## src/hw/residuPkg.sv

```systemverilog
`default_nettype none

package residuPkg;

	//////////////////////////////////////////////////
	// Memory geometry
	//////////////////////////////////////////////////

	localparam int MEM_DEPTH = 2048;
	localparam int ADDR_W = $clog2(MEM_DEPTH);

	//////////////////////////////////////////////////
	// Word types
	//////////////////////////////////////////////////

	// Samples, coefficients and y
	typedef logic signed [15:0] word16T;

	// Accumulator and shifter values
	typedef logic signed [31:0] word32T;

	// Raw memory word, samples sign-extended
	typedef logic [31:0] memDataT;

	typedef logic [ADDR_W-1:0] addrT;

	// Frame length lg, up to 63
	typedef logic [5:0] lenT;

	//////////////////////////////////////////////////
	// Filter constants
	//////////////////////////////////////////////////

	// 10th order, 11 taps
	localparam int ORDER = 10;

	// Left shift ahead of rounding
	localparam int RES_SHIFT = 3;

	localparam word32T ROUND_CONST = 32'h00008000;

	// Saturation limits
	localparam word32T MAX32 = 32'h7fffffff;
	localparam word32T MIN32 = 32'h80000000;
	localparam word16T MAX16 = 16'h7fff;
	localparam word16T MIN16 = 16'h8000;

endpackage

`default_nettype wire

```

## src/hw/dspBus.sv

```systemverilog
`timescale 1ns/1ns
`default_nettype none

interface dspBus;
	import residuPkg::*;

	// Multiply-accumulate
	word16T macA;
	word16T macB;
	word32T macAcc;
	logic macFirst;
	word32T macOut;

	// Shifter handshake and data
	word32T shVar;
	logic shReady;
	logic shDone;
	word32T shOut;

	// Rounding
	word32T rndIn;
	word16T rndOut;

	modport fsm (
		output macA, macB, macAcc, macFirst, shVar, shReady, rndIn,
		input macOut, rndOut, shDone, shOut
	);

	modport alu (
		input macA, macB, macAcc, macFirst, rndIn,
		output macOut, rndOut
	);

	modport shifter (
		input shVar, shReady,
		output shDone, shOut
	);

endinterface

`default_nettype wire

```

## src/hw/satAlu.sv

```systemverilog
`timescale 1ns/1ns
`default_nettype none

module satAlu (
	dspBus.alu bus
);
	import residuPkg::*;

	// 32-bit add, clamps when both operands share a sign the sum lost
	function automatic word32T satAdd32(input word32T x, input word32T y);
		word32T s;
		s = x + y;
		if ((x[31] == y[31]) && (s[31] != x[31]))
		begin
			return x[31] ? MIN32 : MAX32;
		end
		return s;
	endfunction

	word32T product;
	word32T mult;
	word32T rndSum;

	//////////////////////////////////////////////////
	// L_mult and L_mac
	//////////////////////////////////////////////////

	always_comb
	begin
		product = word32T'(bus.macA) * word32T'(bus.macB);
		// Only -32768 * -32768 overflows after the doubling
		if ((bus.macA == MIN16) && (bus.macB == MIN16))
		begin
			mult = MAX32;
		end
		else
		begin
			mult = product <<< 1;
		end
	end

	// First tap ignores the running sum
	assign bus.macOut = bus.macFirst ? mult : satAdd32(bus.macAcc, mult);

	//////////////////////////////////////////////////
	// round
	//////////////////////////////////////////////////

	always_comb
	begin
		rndSum = bus.rndIn + ROUND_CONST;
		// Constant is positive, so only a positive input can wrap
		if (!bus.rndIn[31] && rndSum[31])
		begin
			bus.rndOut = MAX16;
		end
		else
		begin
			bus.rndOut = rndSum[31:16];
		end
	end

endmodule

`default_nettype wire

```

## src/flat_wrapper.sv

```systemverilog
// flat-port wrapper written by rule: the top's interface ports become plain ports
module satAlu_flat import residuPkg::*;
  (bus_macA, bus_macB, bus_macAcc, bus_macFirst, bus_rndIn, bus_macOut, bus_rndOut);
  dspBus bus_i ();
  input wire logic [$bits(bus_i.macA)-1:0] bus_macA;
  input wire logic [$bits(bus_i.macB)-1:0] bus_macB;
  input wire logic [$bits(bus_i.macAcc)-1:0] bus_macAcc;
  input wire logic [$bits(bus_i.macFirst)-1:0] bus_macFirst;
  input wire logic [$bits(bus_i.rndIn)-1:0] bus_rndIn;
  output wire logic [$bits(bus_i.macOut)-1:0] bus_macOut;
  output wire logic [$bits(bus_i.rndOut)-1:0] bus_rndOut;
  assign bus_i.macA = bus_macA;
  assign bus_i.macB = bus_macB;
  assign bus_i.macAcc = bus_macAcc;
  assign bus_i.macFirst = bus_macFirst;
  assign bus_i.rndIn = bus_rndIn;
  assign bus_macOut = bus_i.macOut;
  assign bus_rndOut = bus_i.rndOut;
  satAlu u_core (.bus(bus_i));
endmodule
```

## config.mk

```make
export PLATFORM = sky130hd
export DESIGN_NAME = satAlu_flat
export DESIGN_NICKNAME = d
export VERILOG_FILES = /design/src/hw/residuPkg.sv /design/src/hw/dspBus.sv /design/src/hw/satAlu.sv /design/src/flat_wrapper.sv
export SDC_FILE = /design/constraint.sdc
export NUM_CORES = 1
export LEC_CHECK = 0
export ABC_AREA = 1
export BUFFER_PORTS_ARGS = -buffer_cell sky130_fd_sc_hd__buf_4
export CORE_MARGIN = 2
export CORE_UTILIZATION = 36
export DETAILED_ROUTE_END_ITERATION = 12
export GPL_TIMING_DRIVEN = 1
export RECOVER_POWER = 25
export REMOVE_ABC_BUFFERS = 1
export SLEW_MARGIN = 20
export SYNTH_ARGS = -nofsm -noshare
export SYNTH_HDL_FRONTEND = slang
export SYNTH_SLANG_ARGS = --single-unit
```

## constraint.sdc

```tcl
create_clock -name vclk -period 10.7
set_input_delay 1.07 -clock vclk [all_inputs]
set_output_delay 1.07 -clock vclk [all_outputs]
set_load 0.01 [all_outputs]
```

-- After elaboration in Yosys (flattened, before gate mapping)
Cells that the tools add are included.
- flip-flop bits (word level): 0
- bits of input ports: 97
- output and inout port bits: 48
- word-level logic and storage cells: 18
- $add $sub $neg: 2
- multiply operators: 1
- eq/ne operators: 4
- mux-type cells: 7
- reductions and logical operators: 4
- operators by type and width (operator ; number):
    2-to-1 mux 32 bit ; 5
    adder 32 x 17 -> 32 bit, second input constant ; 1
    adder 32 bit ; 1
    equality test 16 bit, second input constant ; 2
    multiplier 16 x 16 -> 31 bit ; 1
    2-to-1 mux 16 bit ; 1
    logical AND 1 bit ; 3
    equality test 1 bit ; 1
    logical NOT 1 bit ; 1
    2-to-1 mux 1 bit ; 1
    != test 1 bit ; 1

-- Longest topological paths before layout
- word-level depth: 9
- mapped depth: 40
- depth with buffers taken out: 38

-- Worst setup path before layout
OpenSTA, ideal clock, no wires.
- path type: input port to output port
- start point: input port bus_macB[3]
- end point: output port bus_macOut[23]
- data arrival time: 7824 ps
- path slack: 1806 ps
- stages: 31
- buffers on the path: 4
- cell sequence: clkbuf_1 clkbuf_1 nand2_1 fa_1 inv_1 fa_1 fa_1 fa_1 fa_1 inv_1 fa_1 inv_1 ha_1 a21oi_1 a21boi_0 o2111ai_1 or2_2 nand3_1 ha_1 a21o_1 a21oi_1 o21bai_1 a21oi_1 o21ai_0 inv_1 nand2_1 nand3_2 buf_6 buf_12 nand3_2 a21oi_2
- word-level cells in the longest chain between the ends: 9
- ends and longest elaborated chain (element ; line ; source):
    start, declared ; flat_wrapper.sv:6 ; input wire logic [$bits(bus_i.macB)-1:0] bus_macB;
    parallel branches: the longest is 2 deep, another holds multiplier 16 x 16 -> 31 bit ; - ;
    2-to-1 mux 32 bit * ; satAlu.sv:32 ; if ((bus.macA == MIN16) && (bus.macB == MIN16))
    adder 32 bit ; satAlu.sv:12 ; s = x + y;
    != test 1 bit ; satAlu.sv:13 ; if ((x[31] == y[31]) && (s[31] != x[31]))
    logical AND 1 bit ; satAlu.sv:13 ;
    2-to-1 mux 1 bit ; satAlu.sv:13 ;
    2-to-1 mux 32 bit ; satAlu.sv:17 ; return s;
    2-to-1 mux 32 bit * ; satAlu.sv:43 ; assign bus.macOut = bus.macFirst ? mult : satAdd32(bus.macAcc, mult);
    end, declared ; flat_wrapper.sv:10 ; output wire logic [$bits(bus_i.macOut)-1:0] bus_macOut;
Mark *: on every way between the ends.

-- Final worst setup path
- start point: input port bus_macB[1]
- end point: output port bus_macOut[29]
The elaborated chain is that of the path after synthesis.

==> metrics.cfg <==
[job]
drv_cap = 0

[synthesis]
yosys.area.top_type_share = 0.379
synth.cell_area_um2 = 13600
syn_avg_cell_area_um2 = 6.91
synthTopCellsByCount = inv_1 (519), nand2_1 (478), fa_1 (257)
synth_most_common_cell = inv_1
yosysWarnings = 0
synthAdderAreaFrac = 0.483
ys_seq_area_frac = 0
synthSimpleGateAreaFrac = 0.237
yosysTopAreaCell = fa_1
ys_top_cells_by_area = fa_1 (38%), inv_1 (14%), nand2_1 (13%), ha_1 (10%), nor2_1 (3.7%)
postSynthCellCount = 1962
synthXorXnorAreaFrac = 0.0220
synth-compound-area-share = 0.0855
synth_top_family_by_area = adder cells
synth.distinct_cells = 42
synthMuxAreaShare = 0

[timing]
slew-limit-headroom = 0.345
rsz0062_at_grt = no
worstMarginPinSlew_ns = 0.972
period_minus_slack_ns = 10.05
fin_crit_sh = 0.940
finalHoldViolations = 0
fin_ws_ns = 0.647
tns_ns = 0
fin_hold_ws_ns = 2.45
slew_viol_final = 0
max_freq_mhz = 99.5
setup_viol = 0

[drt]
route.final.wire_length_um = 38000
ant_nets = 0
drtIter0Drc = 603
met1_length_um = 17900
vias = 12100
dr.pass1.iters = 6
dr_wl_met2_um = 17700
wl_met3_um = 1840
drc = 0
drt-wirelength-per-cell_um = 15.0
avgViaCountPerCell = 4.78
dr.max_layer_used = met4

[critical_path]
crit_required_ns = 9.63
crit_start = bus_macB[1]
cp-end-kind = output pin
crit_fanout = 31
worst-setup-path-type = in -> out
crit_arrival_ns = 8.98
crit_slowest_cell = fa_1
cp_slowest_stage_delay_ns = 0.92
critPathLaunchType = primary input

[place]
pre_cts_slack_ns = 0.710
port-buffer-count = 130
gp_congestion = 0.915
placed_area_um2 = 14900
dp_hpwl_um = 32000

[global_routing]
track_usage = 0.203
grt_max_degree = 35
antenna_found_initial = 0
grt_pass1_vias = 12600
grt_first_pass_wirelength_um = 64200
globalRouteOverflowTotal = 0

[run_status]
status = finished clean

[cells_and_area]
antennaDiodeCount = 0
final_nets = 2488
n_sequential_cell = 0
stdcell_area_um2 = 14800
drive_gt1_frac = 0.0936
syn_to_final_growth_pct = 9.44
n_fill_cell = 3973
seq_area_um2 = 0
n_clock_buffer = 0

[die]
die_y_um = 198
num_rows = 71
die_w_um = 198
die_area_um2 = 39200
io_pins = 145
core-area_um2 = 37400
start_util = 0.363

[min_path]
min_delay_worst_endpoint = bus_rndOut[15]
hold_class = in -> out
min-delay-start = bus_rndIn[31]
holdPathStages = 4

[clocking]
cts_setup_buffers = 0
cts_hold_buf = 0
cts.repair.resized = 0

==> cells by family after synthesis <==
kind of cell	Yosys count
simple gates	771
buf+inv	601
fa+ha+maj	369
compound gates	187
xor+xnor	34
==> worst max-delay path by stage <==
stage / to / slack [ns] / cells past startpoint
after floorplan: bus_macOut[2] / 1.61 / 28
after global placement: bus_macOut[19] / 0.81 / 30
after detailed placement: bus_macOut[29] / 0.71 / 30
after CTS: bus_macOut[29] / 0.69 / 30
after global routing: bus_macOut[27] / 0.09 / 30
final: bus_macOut[29] / 0.65 / 30
==> critical path, delay by kind of cell <==
kind                     cells  cell delay [ns]
AO/OA/AOI/OAI                5             1.26
adder cells (fa/ha/maj)      8             4.25
buffers and inverters        7             0.87
AND/OR/NAND/NOR             10             1.52
==> layout by cell type, fill, tap and decap left out <==
cell       Yosys  routed
inv_1        519     519
nand2_1      478     478
fa_1         257     257
nor2_1       133     133
buf_4          4     121
ha_1         112     112
nand3_1       87      87
a21oi_1       74      74
o21ai_0       36      36
a21oi_2       29      29
xor2_1        22      22
nand4_1       19      19
nor3_1        16      16
nand3_2       13      13
xnor2_1       12      12
clkbuf_1      57      12
or2_2         11      11
o21bai_1       9       9
nor4_1         9       9
a21boi_0       6       6
o21ai_1        6       6
a31o_2         5       5
a21o_1         5       5
o21a_1         4       4
inv_2          3       3
buf_12         1       3
or2_1          2       2
o211ai_1       2       2
a211oi_1       2       2
o21ai_2        2       2
o221ai_1       2       2
a31oi_1        2       2
nand2_4        1       1
o2111ai_1      1       1
nand2_2        1       1
clkinv_1       1       1
nor3b_1        1       1
o31ai_1        1       1
a22oi_1        1       1
==> area by class of cell <==
cell class         count  area (µm²)  area share
well taps            511         639      0.0431
inverters            523        1960       0.132
repair buffers       136        1010      0.0683
multi-input cells   1361       11200       0.756
==> stage by stage <==
step | utilization | cells
2_1_floorplan | - | 1884
3_3_place_gp | 0.398 | 2531
3_5_place_dp | 0.398 | 2531
4_1_cts | 0.398 | 2531
5_1_grt | 0.397 | 2531
6_report | 0.397 | 2531
==> metal layers <==
metal,up-vias,GRT usage
met5,-,0
met4,0,0.0284
met3,37,0.0145
met2,322,0.346
met1,5808,0.290
li1,5921,-
Power is not shown: default switching activity piles up to over one toggle a cycle in this logic, so the estimate is an artifact.
