==> config.mk <==
export PLATFORM = sky130hd
export DESIGN_NAME = satShifter_flat
export DESIGN_NICKNAME = d
export VERILOG_FILES = /design/src/hw/residuPkg.sv /design/src/hw/dspBus.sv /design/src/hw/satShifter.sv /design/src/flat_wrapper.sv
export SDC_FILE = /design/constraint.sdc
export NUM_CORES = 1
export LEC_CHECK = 0
export ABC_AREA = 1
export BUFFER_PORTS_ARGS = -buffer_cell sky130_fd_sc_hd__clkbuf_2
export CORE_ASPECT_RATIO = 1.4
export CORE_MARGIN = 8
export CORE_UTILIZATION = 45
export CTS_CLUSTER_SIZE = 8
export DETAILED_ROUTE_END_ITERATION = 10
export GPL_ROUTABILITY_DRIVEN = 0
export PLACE_DENSITY_LB_ADDON = 0.05
export SYNTH_ARGS = -nofsm -noshare
export SYNTH_HDL_FRONTEND = slang
export SYNTH_SLANG_ARGS = --single-unit
==> constraint.sdc <==
create_clock -name clk -period 2.2 [get_ports clk]
set_clock_uncertainty 0.05 [all_clocks]
set_input_delay 0.22 -clock clk [delete_from_list [all_inputs] [get_ports clk]]
set_output_delay 0.22 -clock clk [all_outputs]
set_load 0.05 [all_outputs]
==> src/hw/residuPkg.sv <==
`default_nettype none

package residuPkg;

	//////////////////////////////////////////////////
	// Memory geometry
	//////////////////////////////////////////////////

	localparam int MEM_DEPTH = 2048;
	localparam int ADDR_W = $clog2(MEM_DEPTH);

	//////////////////////////////////////////////////
	// Word types
	//////////////////////////////////////////////////

	// Samples, coefficients and y
	typedef logic signed [15:0] word16T;

	// Accumulator and shifter values
	typedef logic signed [31:0] word32T;

	// Raw memory word, samples sign-extended
	typedef logic [31:0] memDataT;

	typedef logic [ADDR_W-1:0] addrT;

	// Frame length lg, up to 63
	typedef logic [5:0] lenT;

	//////////////////////////////////////////////////
	// Filter constants
	//////////////////////////////////////////////////

	// 10th order, 11 taps
	localparam int ORDER = 10;

	// Left shift ahead of rounding
	localparam int RES_SHIFT = 3;

	localparam word32T ROUND_CONST = 32'h00008000;

	// Saturation limits
	localparam word32T MAX32 = 32'h7fffffff;
	localparam word32T MIN32 = 32'h80000000;
	localparam word16T MAX16 = 16'h7fff;
	localparam word16T MIN16 = 16'h8000;

endpackage

`default_nettype wire

==> src/hw/dspBus.sv <==
`timescale 1ns/1ns
`default_nettype none

interface dspBus;
	import residuPkg::*;

	// Multiply-accumulate
	word16T macA;
	word16T macB;
	word32T macAcc;
	logic macFirst;
	word32T macOut;

	// Shifter handshake and data
	word32T shVar;
	logic shReady;
	logic shDone;
	word32T shOut;

	// Rounding
	word32T rndIn;
	word16T rndOut;

	modport fsm (
		output macA, macB, macAcc, macFirst, shVar, shReady, rndIn,
		input macOut, rndOut, shDone, shOut
	);

	modport alu (
		input macA, macB, macAcc, macFirst, rndIn,
		output macOut, rndOut
	);

	modport shifter (
		input shVar, shReady,
		output shDone, shOut
	);

endinterface

`default_nettype wire

==> src/hw/satShifter.sv <==
`timescale 1ns/1ns
`default_nettype none

module satShifter (
	input logic clk,
	input logic rstN,
	dspBus.shifter bus
);
	import residuPkg::*;

	localparam int CNT_W = $clog2(RES_SHIFT + 1);

	word32T shReg;
	logic [CNT_W-1:0] cnt;
	logic active;
	logic ovf;

	// Next doubling would change the sign bit
	assign ovf = shReg[31] != shReg[30];

	//////////////////////////////////////////////////
	// Shift register
	//////////////////////////////////////////////////

	always_ff @(posedge clk)
	begin
		if (bus.shReady)
		begin
			shReg <= bus.shVar;
		end
		else if (active)
		begin
			if (ovf)
			begin
				shReg <= shReg[31] ? MIN32 : MAX32;
			end
			else
			begin
				shReg <= shReg <<< 1;
			end
		end
	end

	//////////////////////////////////////////////////
	// Count and done pulse
	//////////////////////////////////////////////////

	always_ff @(posedge clk)
	begin
		if (!rstN)
		begin
			active <= 1'b0;
			cnt <= '0;
			bus.shDone <= 1'b0;
		end
		else
		begin
			bus.shDone <= 1'b0;
			if (bus.shReady)
			begin
				active <= 1'b1;
				cnt <= CNT_W'(RES_SHIFT);
			end
			else if (active)
			begin
				cnt <= cnt - 1'b1;
				// Saturated value stays put, so stop early
				if (ovf || (cnt == CNT_W'(1)))
				begin
					active <= 1'b0;
					bus.shDone <= 1'b1;
				end
			end
		end
	end

	// Held until the next load
	assign bus.shOut = shReg;

endmodule

`default_nettype wire

==> src/flat_wrapper.sv <==
// flat-port wrapper written by rule: the top's interface ports become plain ports
module satShifter_flat import residuPkg::*;
  (clk, rstN, bus_shVar, bus_shReady, bus_shDone, bus_shOut);
  dspBus bus_i ();
  input logic clk;
  input logic rstN;
  input wire logic [$bits(bus_i.shVar)-1:0] bus_shVar;
  input wire logic [$bits(bus_i.shReady)-1:0] bus_shReady;
  output wire logic [$bits(bus_i.shDone)-1:0] bus_shDone;
  output wire logic [$bits(bus_i.shOut)-1:0] bus_shOut;
  assign bus_i.shVar = bus_shVar;
  assign bus_i.shReady = bus_shReady;
  assign bus_shDone = bus_i.shDone;
  assign bus_shOut = bus_i.shOut;
  satShifter u_core (.clk(clk), .rstN(rstN), .bus(bus_i));
endmodule
### Yosys cells after proc, flatten, opt, wreduce, memory -nomap -nowiden

Cells that the tools add are included.

| word-level totals | value |
|---|---|
| flip-flop bits (word level) | 36 |
| input bits | 35 |
| output and inout bits | 33 |

| operators by class | value |
|---|---|
| $add $sub $neg | 1 |
| eq/ne operators | 2 |
| multiplexer cells | 10 |
| bitwise operators | 2 |
| reduce and logical (&&, ||, !) cells | 3 |

Operators with widths:

| operator | count |
|---|---|
| $mux 32 | 4 |
| $mux 1 | 4 |
| $mux 2 | 2 |
| $reduce_or 3->1 | 1 |
| $eq 2x1->1 const B | 1 |
| $not 1->1 | 2 |
| $reduce_bool 2->1 | 1 |
| $sub 2x1->2 const B | 1 |
| $logic_or 1x1->1 | 1 |
| $ne 1x1->1 | 1 |

### Depth between registers and ports, before layout

| logic depth | value |
|---|---|
| depth in word-level cells | 5 |
| gate-level depth with buffers | 8 |
| depth with buffers taken out | 7 |

### Least setup slack after synthesis

Ideal clock, no wire load.

| timing | value |
|---|---|
| kind | register to register |
| from | reg u_core.shReg[31], in the netlist u_core.bus.shOut[31] |
| to | reg u_core.shReg[27], in the netlist u_core.bus.shOut[27] (data pin) |
| library setup time | 0.252 ns |
| arrival time | 1.506 ns |
| data required time | 1.898 ns |
| path slack | 0.391 ns |
| cell stages (with the launch flop) | 9 |
| path buffers | 1 |
| path through | edfxtp_1 -> inv_1 -> ha_1 -> inv_2 -> nand2_1 -> buf_4 -> nand2_1 -> nand2_1 -> nand2_1 |

| between the ends | value |
|---|---|
| cells in the longest elaborated chain, start to end | 4 |

RTL lines:

| item | RTL line | source |
|---|---|---|
| start: declaration | satShifter.sv:13 | `word32T shReg;` |
| start signal: assignment | satShifter.sv:29 | `shReg <= bus.shVar;` |
| start signal: assignment | satShifter.sv:35 | `shReg <= shReg[31] ? MIN32 : MAX32;` |
| start signal: assignment | satShifter.sv:39 | `shReg <= shReg <<< 1;` |
| $mux 32 / $ne 1x1->1 (equally long branches) | satShifter.sv:35, satShifter.sv:19 |  |
| $mux 32 (*) | satShifter.sv:33 | `if (ovf)` |
| $mux 32 (*) | satShifter.sv:31 | `else if (active)` |
| $mux 32 (*) | satShifter.sv:27 | `if (bus.shReady)` |

Mark *: on every way between the ends. The rest lies on a longest branch, timed or not. The select of a mux whose other input is x is not followed.
A chain may end at the register's enable or synchronous reset.

### Worst setup path in the final report

| timing | value |
|---|---|
| from | reg u_core.shReg[30], in the netlist u_core.bus.shOut[30] |
| to | reg u_core.shReg[17], in the netlist u_core.bus.shOut[17] (data pin) |

| between the ends | value |
|---|---|
| cells in the longest elaborated chain, start to end | 4 |

RTL lines:

| item | RTL line | source |
|---|---|---|
| $ne 1x1->1 | satShifter.sv:19 | `assign ovf = shReg[31] != shReg[30];` |
| $mux 32 | satShifter.sv:33 |  |
| $mux 32 | satShifter.sv:31 |  |
| $mux 32 | satShifter.sv:27 |  |

No other way between the ends. The select of a mux whose other input is x is not followed.

==> impl_results.md <==
* Congestion Overflow GR at 0
* Die H at 91.7 um
* CTS root buffer: clkbuf_8
* Final ANT Viol Nets at 0
* Placed cell count at 335
* DPL Wire Length at 3160 um
* Hold slack at 0.133 ns
* DR WL/cell at 13.0 um
* Setup fix buffers added after clock tree synthesis at 0
* CTS clk-pin slew, worst paths at 0.07 ns
* Mapped Cells at 232
* Sw Share at 40.8%
* Area growth from synthesis to layout at 24.4%
* TNS Setup at 0 ns
* Largest area contributor in the netlist: edfxtp_1
* Worst EP required at 2.19 ns
* Max Cap Violations at 0
* Tcrit/Tclk final at 81.7%
* Slew margin rel. at 74.7%
* Synth unique cells at 12
* Share of cells above drive strength 1 at 27.3%
* Final WS setup at 0.403 ns
* Setup slack, reg-to-reg at 0.40 ns
* Clk pwr share at 20.6%
* Post-cts gate resize count at 0
* Port Buffers at 67
* Longest Clk Path Bufs at 2
* DR DRC count at 0
* Power density cells at 952 nW/um^2
* Post-synthesis sequential area ratio at 56.6%
* Syn nets at 270
* Routed WL at 4460 um
* Initial Utilization at 47.0%
* Die ar. at 6420 sq um
* Combinational share of power at 36.8%
* Die width at 70.1 um
* Post-Layout Cell Count at 343
* Yosys top cell area share at 52.2%
* Worst-Margin Slew at 0.379 ns
* Setup CP Type: reg2reg
* Initial antenna violation count at 0
* H-Tree Depth at 2
* Clk_lat worst skew at 0.28 ns
* Largest net degree at the start of global routing at 36
* Critical Path End Type: flip-flop
* Global-route wire length before repair at 7480 um
* Total GRT Usage at 13.9%
* Sequential share of power at 42.7%
* Final critical-path required period at 1.80 ns
* Net Switching at 889 uW
* Status: complete, no violations
* Leakage at 1.27 nW
* Pint at 1.29 mW
* Fin. max-slew vios at 0
* Hold Fails Final Rpt at 0
* Post-Syn Area per Cell at 7.93 sq um
* Critical-path maximum fanout at 13
* Synthesized flop and latch total at 36
* Layout Nets at 337
* Final setup viols at 0
* Rows at 27
* # IOs at 68
* DR iter-0 viols at 66
* Synth area leaders: edfxtp_1, nand2_1, dfxtp_1
* TritonCTS clock tree: built
* CORE AREA at 3920 sq um
* Clk sink count at 36
* Post-CTS Hold Buffers at 0
* YS warnings at 0
* VDD IR max at 563 uV
* Pre-CTS WS at 0.399 ns
* First drt pass iteration count at 4
* Worst EP arrival at 1.79 ns
* RSZ-0062 raised after global routing: no
* Critical Path Start Type: flip-flop
* TritonCTS Buffers at 5
* Cell Area, Synth at 1840 sq um
* ANT cells at 0
* Final Util at 58.4%
* Via count at 1609
* Post-DR vias/cell at 4.69
* Hold WC Path Type: in2reg
* Number of global-route vias before repair at 1652
* FMAX at 557 MHz
-- cells by family after synthesis --
logic type / synth area share [%]
compound gates: 1.09
flops: 56.6
buf+inv: 5.57
fa+ha+maj: 2.04
simple gates: 34.7
-- metrics by stage --
step | total power, mW | area (sq um)
floorplan | 1.57 | 1840
global placement | 1.75 | 2210
detailed placement | 1.76 | 2210
CTS | 2.20 | 2290
global route | 2.31 | 2290
finish | 2.18 | 2290
-- state kept, by name (all words and copies together), names as in the netlist --
name and count:
u_core.bus.shOut 32, u_core.cnt 2, u_core.active 1, u_core.bus.shDone 1
-- area by class of cell --
class                      instances  area [sq um]
tap                               43          53.8
sequential                        36          1040
fill                             381          1630
clock buffer                       5          68.8
multi-input combinational        177           697
timing repair buffer              73           393
inverter                           6          22.5
clock inverter                     3          13.8
-- synth_stat cells --
master	instances
inv_1	4
buf_4	6
o21ai_0	3
dfxtp_1	4
nand2_1	162
edfxtp_1	32
nand3_1	1
nor2_1	7
ha_1	3
inv_2	2
a21oi_1	1
buf_2	7
-- power by group through the flow --
stage	Clock, mW	Sequential, mW	Combinational [mW]
floorplan	0	1.25	0.313
global placement	0	0.942	0.811
detailed placement	0	0.944	0.812
CTS	0.459	0.930	0.814
global route	0.477	0.942	0.888
finish	0.449	0.930	0.801
-- critical path: stages (launching register included) --
cell and delay (ns):
edfxtp_1 0.44, ha_1 0.34, inv_2 0.05, nand2_1 0.24, buf_4 0.25, nand2_1 0.06, nand2_1 0.06, nand2_1 0.05
-- worst paths after layout --
check	cells after the start	startpoint	endpoint
worst max-delay path	7	u_core.bus.shOut[30]	u_core.bus.shOut[17]
worst min-delay path	3	rstN	u_core.cnt[0]
worst min register to register	2	u_core.cnt[0]	u_core.cnt[0]
worst max register to register	7	u_core.bus.shOut[30]	u_core.bus.shOut[17]
-- placed cells by master, fill, tap and decap left out, drive strengths merged --
cell,n
a21oi,1
buf,6
clkbuf,72
clkinv,3
dfxtp,4
edfxtp,32
ha,3
inv,6
nand2,162
nand3,1
nor2,7
o21ai,3
-- per-layer routing --
layer	routed length, um	up-vias	GRT usage [%]
met3	315	6	5.83
met4	62	0	4.71
met1	1870	708	14.7
li1	-	850	-
met2	2220	45	24.2
met5	0	-	0
(Power assumes the default switching activity.)
