<file path="config.mk">
export PLATFORM = sky130hd
export DESIGN_NAME = residuFsm_flat
export DESIGN_NICKNAME = d
export VERILOG_FILES = /design/src/hw/residuPkg.sv /design/src/hw/dspBus.sv /design/src/hw/residuFsm.sv /design/src/flat_wrapper.sv
export SDC_FILE = /design/constraint.sdc
export NUM_CORES = 1
export LEC_CHECK = 0
export BUFFER_PORTS_ARGS = -buffer_cell sky130_fd_sc_hd__buf_2
export CORE_AREA = 5 5 145 147
export DETAILED_ROUTE_END_ITERATION = 10
export DIE_AREA = 0 0 150 152
export GPL_TIMING_DRIVEN = 0
export PLACE_DENSITY = 0.58
export SLEW_MARGIN = 15
export SYNTH_ARGS = -nofsm -noshare
export SYNTH_HDL_FRONTEND = slang
export SYNTH_SLANG_ARGS = --single-unit
</file>
<file path="constraint.sdc">
create_clock -name clk -period 6.2 [get_ports clk]
set_input_delay 0.62 -clock clk [delete_from_list [all_inputs] [get_ports clk]]
set_output_delay 0.62 -clock clk [all_outputs]
set_load 0.02 [all_outputs]
</file>
<file path="src/hw/residuPkg.sv">
`default_nettype none

package residuPkg;

	//////////////////////////////////////////////////
	// Memory geometry
	//////////////////////////////////////////////////

	localparam int MEM_DEPTH = 2048;
	localparam int ADDR_W = $clog2(MEM_DEPTH);

	//////////////////////////////////////////////////
	// Word types
	//////////////////////////////////////////////////

	// Samples, coefficients and y
	typedef logic signed [15:0] word16T;

	// Accumulator and shifter values
	typedef logic signed [31:0] word32T;

	// Raw memory word, samples sign-extended
	typedef logic [31:0] memDataT;

	typedef logic [ADDR_W-1:0] addrT;

	// Frame length lg, up to 63
	typedef logic [5:0] lenT;

	//////////////////////////////////////////////////
	// Filter constants
	//////////////////////////////////////////////////

	// 10th order, 11 taps
	localparam int ORDER = 10;

	// Left shift ahead of rounding
	localparam int RES_SHIFT = 3;

	localparam word32T ROUND_CONST = 32'h00008000;

	// Saturation limits
	localparam word32T MAX32 = 32'h7fffffff;
	localparam word32T MIN32 = 32'h80000000;
	localparam word16T MAX16 = 16'h7fff;
	localparam word16T MIN16 = 16'h8000;

endpackage

`default_nettype wire

</file>
<file path="src/hw/dspBus.sv">
`timescale 1ns/1ns
`default_nettype none

interface dspBus;
	import residuPkg::*;

	// Multiply-accumulate
	word16T macA;
	word16T macB;
	word32T macAcc;
	logic macFirst;
	word32T macOut;

	// Shifter handshake and data
	word32T shVar;
	logic shReady;
	logic shDone;
	word32T shOut;

	// Rounding
	word32T rndIn;
	word16T rndOut;

	modport fsm (
		output macA, macB, macAcc, macFirst, shVar, shReady, rndIn,
		input macOut, rndOut, shDone, shOut
	);

	modport alu (
		input macA, macB, macAcc, macFirst, rndIn,
		output macOut, rndOut
	);

	modport shifter (
		input shVar, shReady,
		output shDone, shOut
	);

endinterface

`default_nettype wire

</file>
<file path="src/hw/residuFsm.sv">
`timescale 1ns/1ns
`default_nettype none

module residuFsm (
	input logic clk,
	input logic rstN,
	input logic start,
	input residuPkg::lenT lg,
	input residuPkg::addrT aBase,
	input residuPkg::addrT xBase,
	input residuPkg::addrT yBase,
	output logic busy,
	output logic done,
	output residuPkg::addrT aRdAddr,
	input residuPkg::memDataT aRdData,
	output residuPkg::addrT xRdAddr,
	input residuPkg::memDataT xRdData,
	output residuPkg::addrT yWrAddr,
	output residuPkg::memDataT yWrData,
	output logic yWrEn,
	dspBus.fsm bus
);
	import residuPkg::*;

	typedef enum logic [2:0] {
		idle,
		readFirst,
		accumulate,
		shift,
		write,
		finish
	} residuStateT;

	// Tap counter runs one past the last tap for the read latency
	localparam int TAP_W = $clog2(ORDER + 2);

	residuStateT state;
	lenT n;
	logic [TAP_W-1:0] j;
	logic firstTap;
	logic lastTap;
	logic lastSample;
	word32T acc;
	word16T yWord;

	// Data now on the read ports belongs to tap ORDER
	assign lastTap = j == TAP_W'(ORDER + 1);
	assign lastSample = n == (lg - lenT'(1));

	//////////////////////////////////////////////////
	// Control
	//////////////////////////////////////////////////

	always_ff @(posedge clk)
	begin
		if (!rstN)
		begin
			state <= idle;
			n <= '0;
			j <= '0;
			firstTap <= 1'b0;
			bus.shReady <= 1'b0;
		end
		else
		begin
			bus.shReady <= 1'b0;
			case (state)
				idle:
				begin
					if (start)
					begin
						n <= '0;
						j <= '0;
						state <= readFirst;
					end
				end
				readFirst:
				begin
					// Tap 0 address is on the ports now
					j <= j + 1'b1;
					firstTap <= 1'b1;
					state <= accumulate;
				end
				accumulate:
				begin
					firstTap <= 1'b0;
					j <= j + 1'b1;
					if (lastTap)
					begin
						bus.shReady <= 1'b1;
						state <= shift;
					end
				end
				shift:
				begin
					if (bus.shDone)
					begin
						state <= write;
					end
				end
				write:
				begin
					if (lastSample)
					begin
						state <= finish;
					end
					else
					begin
						n <= n + 1'b1;
						j <= '0;
						state <= readFirst;
					end
				end
				finish:
				begin
					state <= idle;
				end
				default:
				begin
					state <= idle;
				end
			endcase
		end
	end

	//////////////////////////////////////////////////
	// Datapath registers
	//////////////////////////////////////////////////

	always_ff @(posedge clk)
	begin
		if (state == accumulate)
		begin
			acc <= bus.macOut;
		end
		if ((state == shift) && bus.shDone)
		begin
			yWord <= bus.rndOut;
		end
	end

	// Paired reads of a[j] and x[n-j]
	assign aRdAddr = aBase + addrT'(j);
	assign xRdAddr = xBase + addrT'(n) - addrT'(j);

	// Samples sit in the low half of each word
	assign bus.macA = word16T'(aRdData[15:0]);
	assign bus.macB = word16T'(xRdData[15:0]);
	assign bus.macAcc = acc;
	assign bus.macFirst = firstTap;
	assign bus.shVar = acc;
	assign bus.rndIn = bus.shOut;

	// y write, sign-extended
	assign yWrAddr = yBase + addrT'(n);
	assign yWrData = memDataT'({{16{yWord[15]}}, yWord});
	assign yWrEn = state == write;

	// done and the fall of busy share the finish cycle
	assign busy = (state != idle) && (state != finish);
	assign done = state == finish;

endmodule

`default_nettype wire

</file>
<file path="src/flat_wrapper.sv">
// flat-port wrapper written by rule: the top's interface ports become plain ports
module residuFsm_flat import residuPkg::*;
  (clk, rstN, start, lg, aBase, xBase, yBase, busy, done, aRdAddr, aRdData, xRdAddr, xRdData, yWrAddr, yWrData, yWrEn, bus_macA, bus_macB, bus_macAcc, bus_macFirst, bus_shVar, bus_shReady, bus_rndIn, bus_macOut, bus_rndOut, bus_shDone, bus_shOut);
  dspBus bus_i ();
  input logic clk;
  input logic rstN;
  input logic start;
  input residuPkg::lenT lg;
  input residuPkg::addrT aBase;
  input residuPkg::addrT xBase;
  input residuPkg::addrT yBase;
  output logic busy;
  output logic done;
  output residuPkg::addrT aRdAddr;
  input residuPkg::memDataT aRdData;
  output residuPkg::addrT xRdAddr;
  input residuPkg::memDataT xRdData;
  output residuPkg::addrT yWrAddr;
  output residuPkg::memDataT yWrData;
  output logic yWrEn;
  output wire logic [$bits(bus_i.macA)-1:0] bus_macA;
  output wire logic [$bits(bus_i.macB)-1:0] bus_macB;
  output wire logic [$bits(bus_i.macAcc)-1:0] bus_macAcc;
  output wire logic [$bits(bus_i.macFirst)-1:0] bus_macFirst;
  output wire logic [$bits(bus_i.shVar)-1:0] bus_shVar;
  output wire logic [$bits(bus_i.shReady)-1:0] bus_shReady;
  output wire logic [$bits(bus_i.rndIn)-1:0] bus_rndIn;
  input wire logic [$bits(bus_i.macOut)-1:0] bus_macOut;
  input wire logic [$bits(bus_i.rndOut)-1:0] bus_rndOut;
  input wire logic [$bits(bus_i.shDone)-1:0] bus_shDone;
  input wire logic [$bits(bus_i.shOut)-1:0] bus_shOut;
  assign bus_macA = bus_i.macA;
  assign bus_macB = bus_i.macB;
  assign bus_macAcc = bus_i.macAcc;
  assign bus_macFirst = bus_i.macFirst;
  assign bus_shVar = bus_i.shVar;
  assign bus_shReady = bus_i.shReady;
  assign bus_rndIn = bus_i.rndIn;
  assign bus_i.macOut = bus_macOut;
  assign bus_i.rndOut = bus_rndOut;
  assign bus_i.shDone = bus_shDone;
  assign bus_i.shOut = bus_shOut;
  residuFsm u_core (.clk(clk), .rstN(rstN), .start(start), .lg(lg), .aBase(aBase), .xBase(xBase), .yBase(yBase), .busy(busy), .done(done), .aRdAddr(aRdAddr), .aRdData(aRdData), .xRdAddr(xRdAddr), .xRdData(xRdData), .yWrAddr(yWrAddr), .yWrData(yWrData), .yWrEn(yWrEn), .bus(bus_i));
endmodule
</file>
* Word level (Yosys, flattened, before mapping)
Cells that the tools add are included.
Widths: inputs -> output; s select.
** Cells by class
- Add/sub/neg operators :: 7
- Reduce and logical (&&, ||, !) cells :: 12
- Multiplexer cells :: 13
- Equality and inequality tests :: 12
** Operator list (count)
- $add 11x6->11 :: 2
- $pmux 3 s5 :: 1
- $mux 3 :: 4
- $mux 6 :: 2
- $pmux 4 s3 :: 1
- $pmux 6 s2 :: 1
- $add 11x4->11 :: 1
- $sub 11x4->11 :: 1
- $reduce_and 3->1 :: 3
- $mux 4 :: 2
- $add 6x1->6 const B :: 1
- $eq 3x2->1 const B :: 2
- $eq 3x3->1 const B :: 2
- $eq 6x6->1 :: 1
- $ne 2x2->1 const B :: 3
- $reduce_bool 3->1 :: 2
- $sub 6x1->6 const B :: 1
- $add 4x1->4 const B :: 1
- $eq 4x4->1 const B :: 1
- $reduce_bool 2->1 :: 2
- $eq 3x1->1 const B :: 1
- $logic_not 3->1 :: 1
- $ne 3x3->1 const B :: 1
- $logic_and 1x1->1 :: 2
- other kinds (5) :: 5
** Word-level totals
- Word-level logic and storage cells :: 51
- Input port bits :: 187
- Flip-flop bits (word level) :: 63
- Output and inout port bits :: 198

* Logic depth before layout (Yosys ltp)
Gate-level depths: netlist of run 1.
- Depth in word-level cells :: 4
- Depth in mapped cells :: 12
- Gate-level depth less buffers :: 12

* Worst setup path after synthesis of run 1
Ideal clock, no wire load.
- Kind :: input-to-output
- Start :: in xBase[1]
- End :: out xRdAddr[9]
- Cell stages on the path :: 10
- Path buffers :: 0
- Arrival :: 2.855 ns
- Setup slack :: 2.725 ns
- Required time :: 5.580 ns
- Cells stage by stage :: inv_1 fa_1 inv_1 ha_1 a21o_1 a21o_1 a31oi_1 a21oi_1 or4_1 nand4_1
** Between the ends
- Word-level cells in the longest chain between the ends :: 2
** Ends and longest elaborated chain
- start, declared :: line flat_wrapper.sv:10 : input residuPkg::addrT xBase;
- $add 11x6->11 :: line residuFsm.sv:144 : assign xRdAddr = xBase + addrT'(n) - addrT'(j);
- $sub 11x4->11 :: line residuFsm.sv:144
- end, declared :: line flat_wrapper.sv:16 : output residuPkg::addrT xRdAddr;
No other way between the ends.

* Worst setup path in the final report of run 1
- Start :: reg u_core.n[2]
- End :: out xRdAddr[10]
** Between the ends
- Word-level cells in the longest chain between the ends :: 2
** Ends and longest elaborated chain
- start, declared :: line residuFsm.sv:38 : lenT n;
- start signal, assigned :: line residuFsm.sv:109 : n <= n + 1'b1;
- $add 11x6->11 :: line residuFsm.sv:144
- $sub 11x4->11 :: line residuFsm.sv:144
No other way between the ends.

==> results_dict.tcl, run 1 <==
set metrics [dict create \
    final_area_mm2 0.00662 \
    yosysMostFrequentCell "buf_4" \
    grt_usage_pct 10.9 \
    nNetsFinal 969 \
    hold_path.startpoint "bus_macOut[20]" \
    dpl_cell_area_mm2 0.00627 \
    fmax_ghz 0.246 \
    grt_antenna_before_repair 0 \
    finalNonFillerCells 1025 \
    drt_first_pass_iters 4 \
    slew_violations 0 \
    synth-edff-count 48 \
    drt_wl_total_um 13600 \
    final.setup.tns_ns 0 \
    layout_min_cycle_time_ns 4.07 \
    slowest_stage "fa_1" \
    ys_ff_latch 63 \
    netlist_area_mm2 0.00445 \
    cp_common_cell "inv_1" \
    yosys_warnings 0 \
    routedWlPerCell_um 13.2 \
    synth_top_area_share_pct 32.4 \
    grt_pass1_vias 3755 \
    start_util_pct 22.5 \
    met2_usage_pct 19.9 \
    die_w_um 150 \
    drcViolationCount 0 \
    postCtsSetupBuffers 0 \
    drv_cap 0 \
    clk_pin_slew_ns 0.06 \
    syn_area_per_cell_um2 9.89 \
    dp_hpwl_um 11800 \
    vdd.ir_drop.worst_uv 157 \
    pwr-share-comb_pct 25.1 \
    syn_nets 669 \
    drive_above_1_share_pct 56.6 \
    status "complete, no violations" \
    holdPathStages 1 \
    grt_overflow 0 \
    synth_top_cells_by_count "buf_4, edfxtp_1, inv_1" \
    grt-busiest-layer "met2" \
    synth_flop_cell "edfxtp_1" \
    antenna_left 0 \
    cts_tree "done" \
    p_leak_nw 3.33 \
    io_buffers 288 \
    netSwitchingPower_mw 0.406 \
    layout_setup_ws_ns 2.13 \
    cpPeakStageDelay_ns 0.49 \
    cts-resized-gates 0 \
    cp-start-kind "flop" \
    r2r_start "u_core.state[0]" \
    crit_fanout 7 \
    timing.critical_path.required_ns 5.58 \
    rows 52 \
    worstReg2RegEnd "u_core.yWord[12]" \
    synthCells 450 \
    cts_buffer_depth 2 \
    cp_cell_sequence "clkbuf_1 -> inv_1 -> fa_1 -> inv_1 -> ha_1 -> nor2b_1 -> o21ai_0 -> a21o_1 -> a31oi_1 -> or4_1 -> nand3_1 -> buf_2" \
    dieArea_mm2 0.0228 \
    switching_share_pct 28.4 \
    seq_area_frac_synth_pct 39.1 \
    yosys-top-cells-area "edfxtp_1, buf_4, ha_1" \
    ys_async_sr_fraction_pct 0 \
    fin_skew_ns 0.00613 \
    power-per-cell-area_mw_per_mm2 216 \
    drt-initial-drc-count 147 \
    numCtsBuffers 9 \
    pwr-share-clk_pct 41.2 \
    power_mw 1.43 \
    grt_max_degree 24 \
    io_pins 385 \
    place_ws_ns 2.41 \
    area_growth_pct 48.7 \
    viasPerCell 3.88 \
    rrSetupSlack_ns 4.10 \
    internal_power_mw 1.02 \
    hold_violations 0 \
    r2r_cells 4 \
    cts_htree_levels 3 \
    worst_skew_pair.late_latency_ns 0.32 \
    grtUsageMet1_pct 12.5 \
    period_share_pct 65.6 \
    num_vias 3973 \
    cp-end-kind "output port" \
    crit_arrival_ns 3.45 \
    worstMarginPinSlew_ns 0.781 \
    use_met3_pct 3.40 \
    setup_viol 0 \
    n_antenna_cell 0 \
    cts.sinks 63 \
    clockRootBuffer "clkbuf_16" \
    min_to "u_core.bus.macAcc[20]" \
    core_mm2 0.0198 \
    max_slew_margin_pct 47.9 \
    synth_area_leader_cell "edfxtp_1" \
    seqPwrFrac_pct 33.6 \
    rsz0062_at_grt "no" \
    grt_pass1_wl_um 20000 \
    dp_cells 1009 \
    crit_type "flop to output port" \
    ys_types 47 \
    die_y_um 152 \
    min_path_type "input pin to flop" \
    cts_hold_buf 0 \
    gp_congestion 0.803 \
]
per-stage QoR:
| stage | util [%] | hold WS, ns |
|---|---|---|
| after floorplan | - | 0.483 |
| after global placement | 31.5 | 0.483 |
| after detailed placement | 31.7 | 0.480 |
| after CTS | 33.5 | 0.451 |
| after global routing | 33.5 | 0.451 |
| final | 33.5 | 0.470 |
registers in the layout, summed over array words and instances, names as in the netlist:
name                 cells
u_core.yWord            16
u_core.bus.shReady       1
u_core.state             3
u_core.bus.macFirst      1
u_core.j                 4
u_core.bus.macAcc       32
u_core.n                 6
worst max-delay path by stage:
stage,from,to,slack (ns)
finish,u_core.n[2],xRdAddr[10],2.13
global route,u_core.n[1],xRdAddr[9],1.92
CTS,u_core.n[2],xRdAddr[10],2.09
detailed placement,xBase[2],xRdAddr[10],2.41
global placement,xBase[2],xRdAddr[10],2.39
floorplan,xBase[1],xRdAddr[9],2.73
layout make-up:
type | count | area, um2
fill | 2142 | 13200
clock buffer | 9 | 225
tap | 270 | 338
multi-input combinational | 224 | 1690
inverter | 43 | 161
timing repair buffer | 289 | 1470
sequential | 63 | 1740
clock inverter | 7 | 125
buffer | 120 | 871
placed cells by master, fill, tap and decap left out, types with 7 or more instances in the layout:
cell type  count
buf_2        288
buf_4        112
edfxtp_1      48
inv_1         43
ha_1          26
xnor2_1       24
nand2_1       24
nor2_1        22
dfxtp_1       15
a21oi_1       14
xor2_1        12
clkbuf_16      9
a21o_1         8
o21ai_0        8
a31oi_1        8
clkbuf_1       7
worst max-delay path: cells and delay by family (launching register included):
family | cells | cell delay (ns)
AO/OA/AOI/OAI | 3 | 0.62
adder cells (fa/ha/maj) | 2 | 0.81
buffers and inverters | 4 | 0.62
flip-flops | 1 | 0.35
AND/OR/NAND/NOR | 3 | 0.74
power by group through the flow:
stage	combinational, mW	sequential (mW)	clock, mW
after global placement	0.357	0.491	0
after global routing	0.392	0.482	0.631
after CTS	0.364	0.481	0.613
after detailed placement	0.363	0.490	0
final	0.359	0.480	0.589
after floorplan	0.221	0.502	0
cells by family (layout without fill, tap and decap cells):
group           Yosys count  after routing  synth area share (%)
fa+ha+maj                32             32                  10.0
simple gates             94             94                  10.8
compound gates           60             60                  9.30
buf+inv                 163            468                  23.2
mux                       2              2                 0.478
xor+xnor                 36             36                  7.08
flops                    63             63                  39.1
layer usage:
layer  routed length (um)  up-vias
met5                    0        -
met4                  107        0
met3                 1240       10
met2                 6950      164
met1                 5270     1784
li1                     -     2015
Note: power is estimated with default switching activity, not from simulation.
==> inputs of run 2 (changes only) <==
- clock period: 6.2 -> 3.9 ns (I/O delays scaled with it)
==> run 2 against run 1 <==
Effect of this change: sequential share of layout area is essentially flat; highest routed layer unchanged; worst hold slack lost 0.23 ns; critical endpoint unchanged; cell area is essentially flat; combinational power grew 59%; first-iteration DRC count grew 3.4%; largest power group unchanged; largest cell class unchanged; die area is the same; register-to-register slack lost 2.3 ns; via count grew 0.35%; clock skew is essentially flat; sequential power grew 59%; global-route usage is the same.
==> results_dict.tcl, run 2 (synthesis gave the netlist of run 1 again) <==
set metrics [dict create \
    clk_pin_slew_ns 0.06 \
    antenna_left 0 \
    core_mm2 0.0198 \
    layout_setup_ws_ns 0.309 \
    vdd.ir_drop.worst_uv 250 \
    timing.critical_path.required_ns 3.51 \
    cp-start-kind "flop" \
    fmax_ghz 0.278 \
    cts_hold_buf 0 \
    worst_skew_pair.late_latency_ns 0.32 \
    place_ws_ns 0.381 \
    slowest_stage "or4_1" \
    start_util_pct 22.5 \
    grt_antenna_before_repair 0 \
    period_share_pct 92.1 \
    fin_skew_ns 0.00607 \
    hold_path.startpoint "bus_macOut[20]" \
    cts-resized-gates 0 \
    grt_max_degree 24 \
    drv_cap 0 \
    cts_tree "done" \
    holdPathStages 1 \
    cts_htree_levels 3 \
    postCtsSetupBuffers 0 \
    routedWlPerCell_um 13.3 \
    postLayoutCoreUtil_pct 33.5 \
    nNetsFinal 968 \
    largest_reg_flops 32 \
    grt_pass1_vias 3755 \
    dp_hpwl_um 11800 \
    viasPerCell 3.89 \
    cp_common_cell "inv_1" \
    clockRootBuffer "clkbuf_16" \
    max_slew_margin_pct 47.9 \
    layout_commonest_cell "buf_2" \
    rrSetupSlack_ns 1.80 \
    cp_cell_sequence "inv_1 -> fa_1 -> inv_1 -> ha_1 -> nor2b_1 -> o21ai_0 -> a21o_1 -> a31oi_1 -> or4_1 -> nand3_1 -> buf_2" \
    numCtsBuffers 9 \
    final_area_mm2 0.00662 \
    num_vias 3987 \
    nFillCells 2138 \
    n_antenna_cell 0 \
    die_w_um 150 \
    grt_pass1_wl_um 20000 \
    cts_buffer_depth 2 \
    min_path_type "input pin to flop" \
    die_y_um 152 \
    grt_usage_pct 10.9 \
    worstMarginPinSlew_ns 0.781 \
    r2r_start "u_core.state[0]" \
    area_growth_pct 48.8 \
    cpPeakStageDelay_ns 0.49 \
    power_mw 2.27 \
    rsz0062_at_grt "no" \
    grt_overflow 0 \
    cp-end-kind "output port" \
    drt_wl_total_um 13600 \
    worstReg2RegEnd "u_core.yWord[12]" \
    final_cell_mix "buf_2, buf_4, edfxtp_1, inv_1, ha_1" \
    cts.sinks 63 \
    drt-initial-drc-count 152 \
    power-per-cell-area_mw_per_mm2 343 \
    gp_congestion 0.803 \
    drive_above_1_share_pct 57.0 \
    crit_type "flop to output port" \
    rows 52 \
    io_buffers 288 \
    setup_viol 0 \
    drcViolationCount 0 \
    path_buf_inv 3 \
    crit_arrival_ns 3.20 \
    cp_top_family "adder cells" \
    min_to "u_core.bus.macAcc[20]" \
    dieArea_mm2 0.0228 \
    p_leak_nw 3.33 \
    dpl_cell_area_mm2 0.00627 \
    layout_min_cycle_time_ns 3.59 \
    status "complete, no violations" \
    io_pins 385 \
    r2r_cells 4 \
    hold_violations 0 \
    slew_violations 0 \
    final.setup.tns_ns 0 \
    drt_first_pass_iters 4 \
    crit_fanout 8 \
]
==> run 2: cell count changes in the layout (fill, tap and decap cells not counted), sizes merged <==
cell    previous run  this run
clkbuf            16        15
==> run 2: worst max path at each step <==
stage	startpoint	endpoint	depth (start not counted)	slack (ns)
after floorplan	u_core.n[2]	xRdAddr[10]	11	0.84
after global placement	u_core.n[2]	xRdAddr[10]	12	0.38
after detailed placement	u_core.n[2]	xRdAddr[10]	12	0.38
after CTS	u_core.n[2]	xRdAddr[10]	12	0.02
after global routing	u_core.n[1]	xRdAddr[9]	11	0.08
final	u_core.n[2]	xRdAddr[10]	11	0.31
==> run 2: power by group <==
group | switching (mW) | leakage [nW] | internal [mW]
Clock | 0.304 | 0.171 | 0.633
Sequential | 0.0145 | 0.560 | 0.749
Combinational | 0.329 | 2.60 | 0.244
==> run 2: layer usage <==
| metal | up-vias | track usage, % | wire, um |
|---|---|---|---|
| met5 | - | 0 | 0 |
| met4 | 0 | 2.27 | 107 |
| met3 | 10 | 3.40 | 1270 |
| met2 | 170 | 19.9 | 6940 |
| met1 | 1793 | 12.5 | 5250 |
| li1 | 2014 | - | - |
==> run 2: worst reg2reg max path, delay by kind of cell (launching register included) <==
family | cells | cell delay, ns
AND/OR/NAND/NOR | 2 | 0.79
buffers and inverters | 2 | 0.63
flip-flops | 1 | 0.30
==> run 2: area by class of cell <==
class	instances	area [um2]	share of cell area, %
Timing Repair Buffer	289	1470	22.2
Inverter	43	161	2.44
Clock inverter	7	125	1.89
Tap cell	270	338	5.10
Clock buffer	9	225	3.40
Sequential cell	63	1740	26.3
Multi-Input combinational cell	224	1690	25.6
Buffer	119	867	13.1
==> run 2: stage by stage <==
stage	std cells	hold WS, ns
after floorplan	450	0.483
after global placement	1008	0.483
after detailed placement	1009	0.480
after CTS	1025	0.221
after global routing	1024	0.221
final	1024	0.240
==> inputs of run 3 (changes only) <==
--- a/config.mk
+++ b/config.mk
@@ -10,4 +10,5 @@
 export DETAILED_ROUTE_END_ITERATION = 10
 export DIE_AREA = 0 0 150 152
+export GPL_ROUTABILITY_DRIVEN = 0
 export GPL_TIMING_DRIVEN = 0
 export PLACE_DENSITY = 0.58
==> constraint.sdc (replaced) <==
create_clock -name clk -period 4.4 [get_ports clk]
set_input_delay 0.88 -clock clk [delete_from_list [all_inputs] [get_ports clk]]
set_output_delay 0.88 -clock clk [all_outputs]
set_load 0.02 [all_outputs]
==> run 3 against run 2 <==
Effect of this change: flip-flop and latch count is the same; first-iteration DRC count increased by 1.3%; utilization hardly changed; cell area is 0.11% higher; global-route usage unchanged; worst setup slack got worse by 0.13 ns; register-to-register slack gained 0.50 ns; die area is the same; sequential power decreased by 11%; clock-buffer cell count unchanged; largest cell class unchanged; largest power group unchanged; highest routed layer unchanged.
==> results_dict.tcl, run 3 (synthesis gave the netlist of run 1 again) <==
set metrics [dict create \
    numCtsBuffers 9 \
    antenna_left 0 \
    finalNonFillerCells 1024 \
    die_y_um 152 \
    worstMarginPinSlew_ns 0.781 \
    r2r_cells 4 \
    rows 52 \
    cts.sinks 63 \
    layout_setup_ws_ns 0.177 \
    vdd.ir_drop.worst_uv 222 \
    max_slew_margin_pct 47.9 \
    timing.critical_path.required_ns 3.52 \
    place_ws_ns 0.0944 \
    status "complete, no violations" \
    cts_htree_levels 3 \
    viasPerCell 3.88 \
    power_mw 2.02 \
    p_leak_nw 3.34 \
    clk_pin_slew_ns 0.06 \
    crit_arrival_ns 3.34 \
    area_growth_pct 49.0 \
    grt_max_degree 24 \
    period_share_pct 96.0 \
    layout_commonest_cell "buf_2" \
    start_util_pct 22.5 \
    cp-end-kind "output port" \
    grt_usage_pct 10.9 \
    power-per-cell-area_mw_per_mm2 304 \
    grt_overflow 0 \
    clockRootBuffer "clkbuf_16" \
    cts_tree "done" \
    final_cell_mix "buf_2, buf_4, edfxtp_1, inv_1, ha_1" \
    crit_path_start "xBase[2]" \
    setup_viol 0 \
    postCtsSetupBuffers 0 \
    n_antenna_cell 0 \
    cp-endpoint "xRdAddr[10]" \
    drt_wl_total_um 13600 \
    r2r_start "u_core.state[0]" \
    drv_cap 0 \
    dp_hpwl_um 11800 \
    fin_skew_ns 0.00607 \
    io_buffers 288 \
    layout_min_cycle_time_ns 4.22 \
    grt_pass1_vias 3755 \
    postLayoutCoreUtil_pct 33.5 \
    final.setup.tns_ns 0 \
    min_path_type "flop to flop" \
    drt_first_pass_iters 4 \
    hold_path.startpoint "u_core.bus.macFirst" \
    slew_violations 0 \
    fmax_ghz 0.237 \
    core_mm2 0.0198 \
    hold_violations 0 \
    rsz0062_at_grt "no" \
    worst_skew_pair.late_latency_ns 0.32 \
    worstReg2RegEnd "u_core.yWord[12]" \
    dp_cells 1009 \
    nNetsFinal 968 \
    grt_pass1_wl_um 20000 \
    crit_fanout 3 \
    io_pins 385 \
    die_w_um 150 \
    largest_reg_flops 32 \
    crit_type "input pin to output port" \
    grt_antenna_before_repair 0 \
    cts_buffer_depth 2 \
    drcViolationCount 0 \
    routedWlPerCell_um 13.3 \
    dieArea_mm2 0.0228 \
    drt-initial-drc-count 154 \
    rrSetupSlack_ns 2.30 \
    drive_above_1_share_pct 56.9 \
    cp-start-kind "input pin" \
    num_vias 3976 \
]
-- run 3: worst min path at each step --
| stage | endpoint | depth (start not counted) | slack [ns] |
|---|---|---|---|
| after floorplan | u_core.j[3] | 1 | 0.48 |
| after global placement | u_core.bus.macFirst | 2 | 0.48 |
| after detailed placement | u_core.bus.macFirst | 2 | 0.48 |
| after CTS | u_core.bus.macFirst | 2 | 0.49 |
| after global routing | u_core.bus.macFirst | 2 | 0.53 |
| final | u_core.bus.macFirst | 2 | 0.49 |
-- run 3: cell type report --
type | instances | area (um2)
Sequential cell | 63 | 1740
Inverter | 43 | 161
Fill cell | 2138 | 13100
Clock inverter | 7 | 125
Clock buffer | 9 | 225
Multi-Input combinational cell | 224 | 1700
Timing Repair Buffer | 289 | 1470
Buffer | 119 | 867
Tap cell | 270 | 338
-- run 3: timing repair --
item	CTS	global route
gates resized for setup	0	4
setup endpoints to repair	0	2
hold buffers	0	0
-- run 3: metrics by stage --
stage | area, um2 | hold slack (ns)
after floorplan | 4450 | 0.483
after global placement | 6230 | 0.483
after detailed placement | 6270 | 0.480
after CTS | 6620 | 0.489
after global routing | 6630 | 0.530
final | 6630 | 0.486
-- run 3: critical path: stages --
cell,delay (ns)
buf_2,0.09
inv_1,0.05
fa_1,0.52
inv_1,0.04
ha_1,0.32
nor2b_1,0.15
o21ai_1,0.20
a21o_1,0.18
a31oi_1,0.14
or4_1,0.49
nand3_1,0.10
buf_2,0.17
-- run 3: routing by layer --
layer  up-vias  GRT usage [%]  wire [um]
met5         -              0          0
met1      1785           12.5       5260
li1       2015              -          -
met2       166           19.9       6940
met3        10           3.40       1270
met4         0           2.27        107
-- run 3: where the power goes --
| part | switching (mW) | internal, mW | leakage [nW] |
|---|---|---|---|
| clock network | 0.269 | 0.561 | 0.171 |
| registers | 0.0128 | 0.664 | 0.560 |
| logic | 0.293 | 0.217 | 2.60 |
| total | 0.575 | 1.44 | 3.34 |
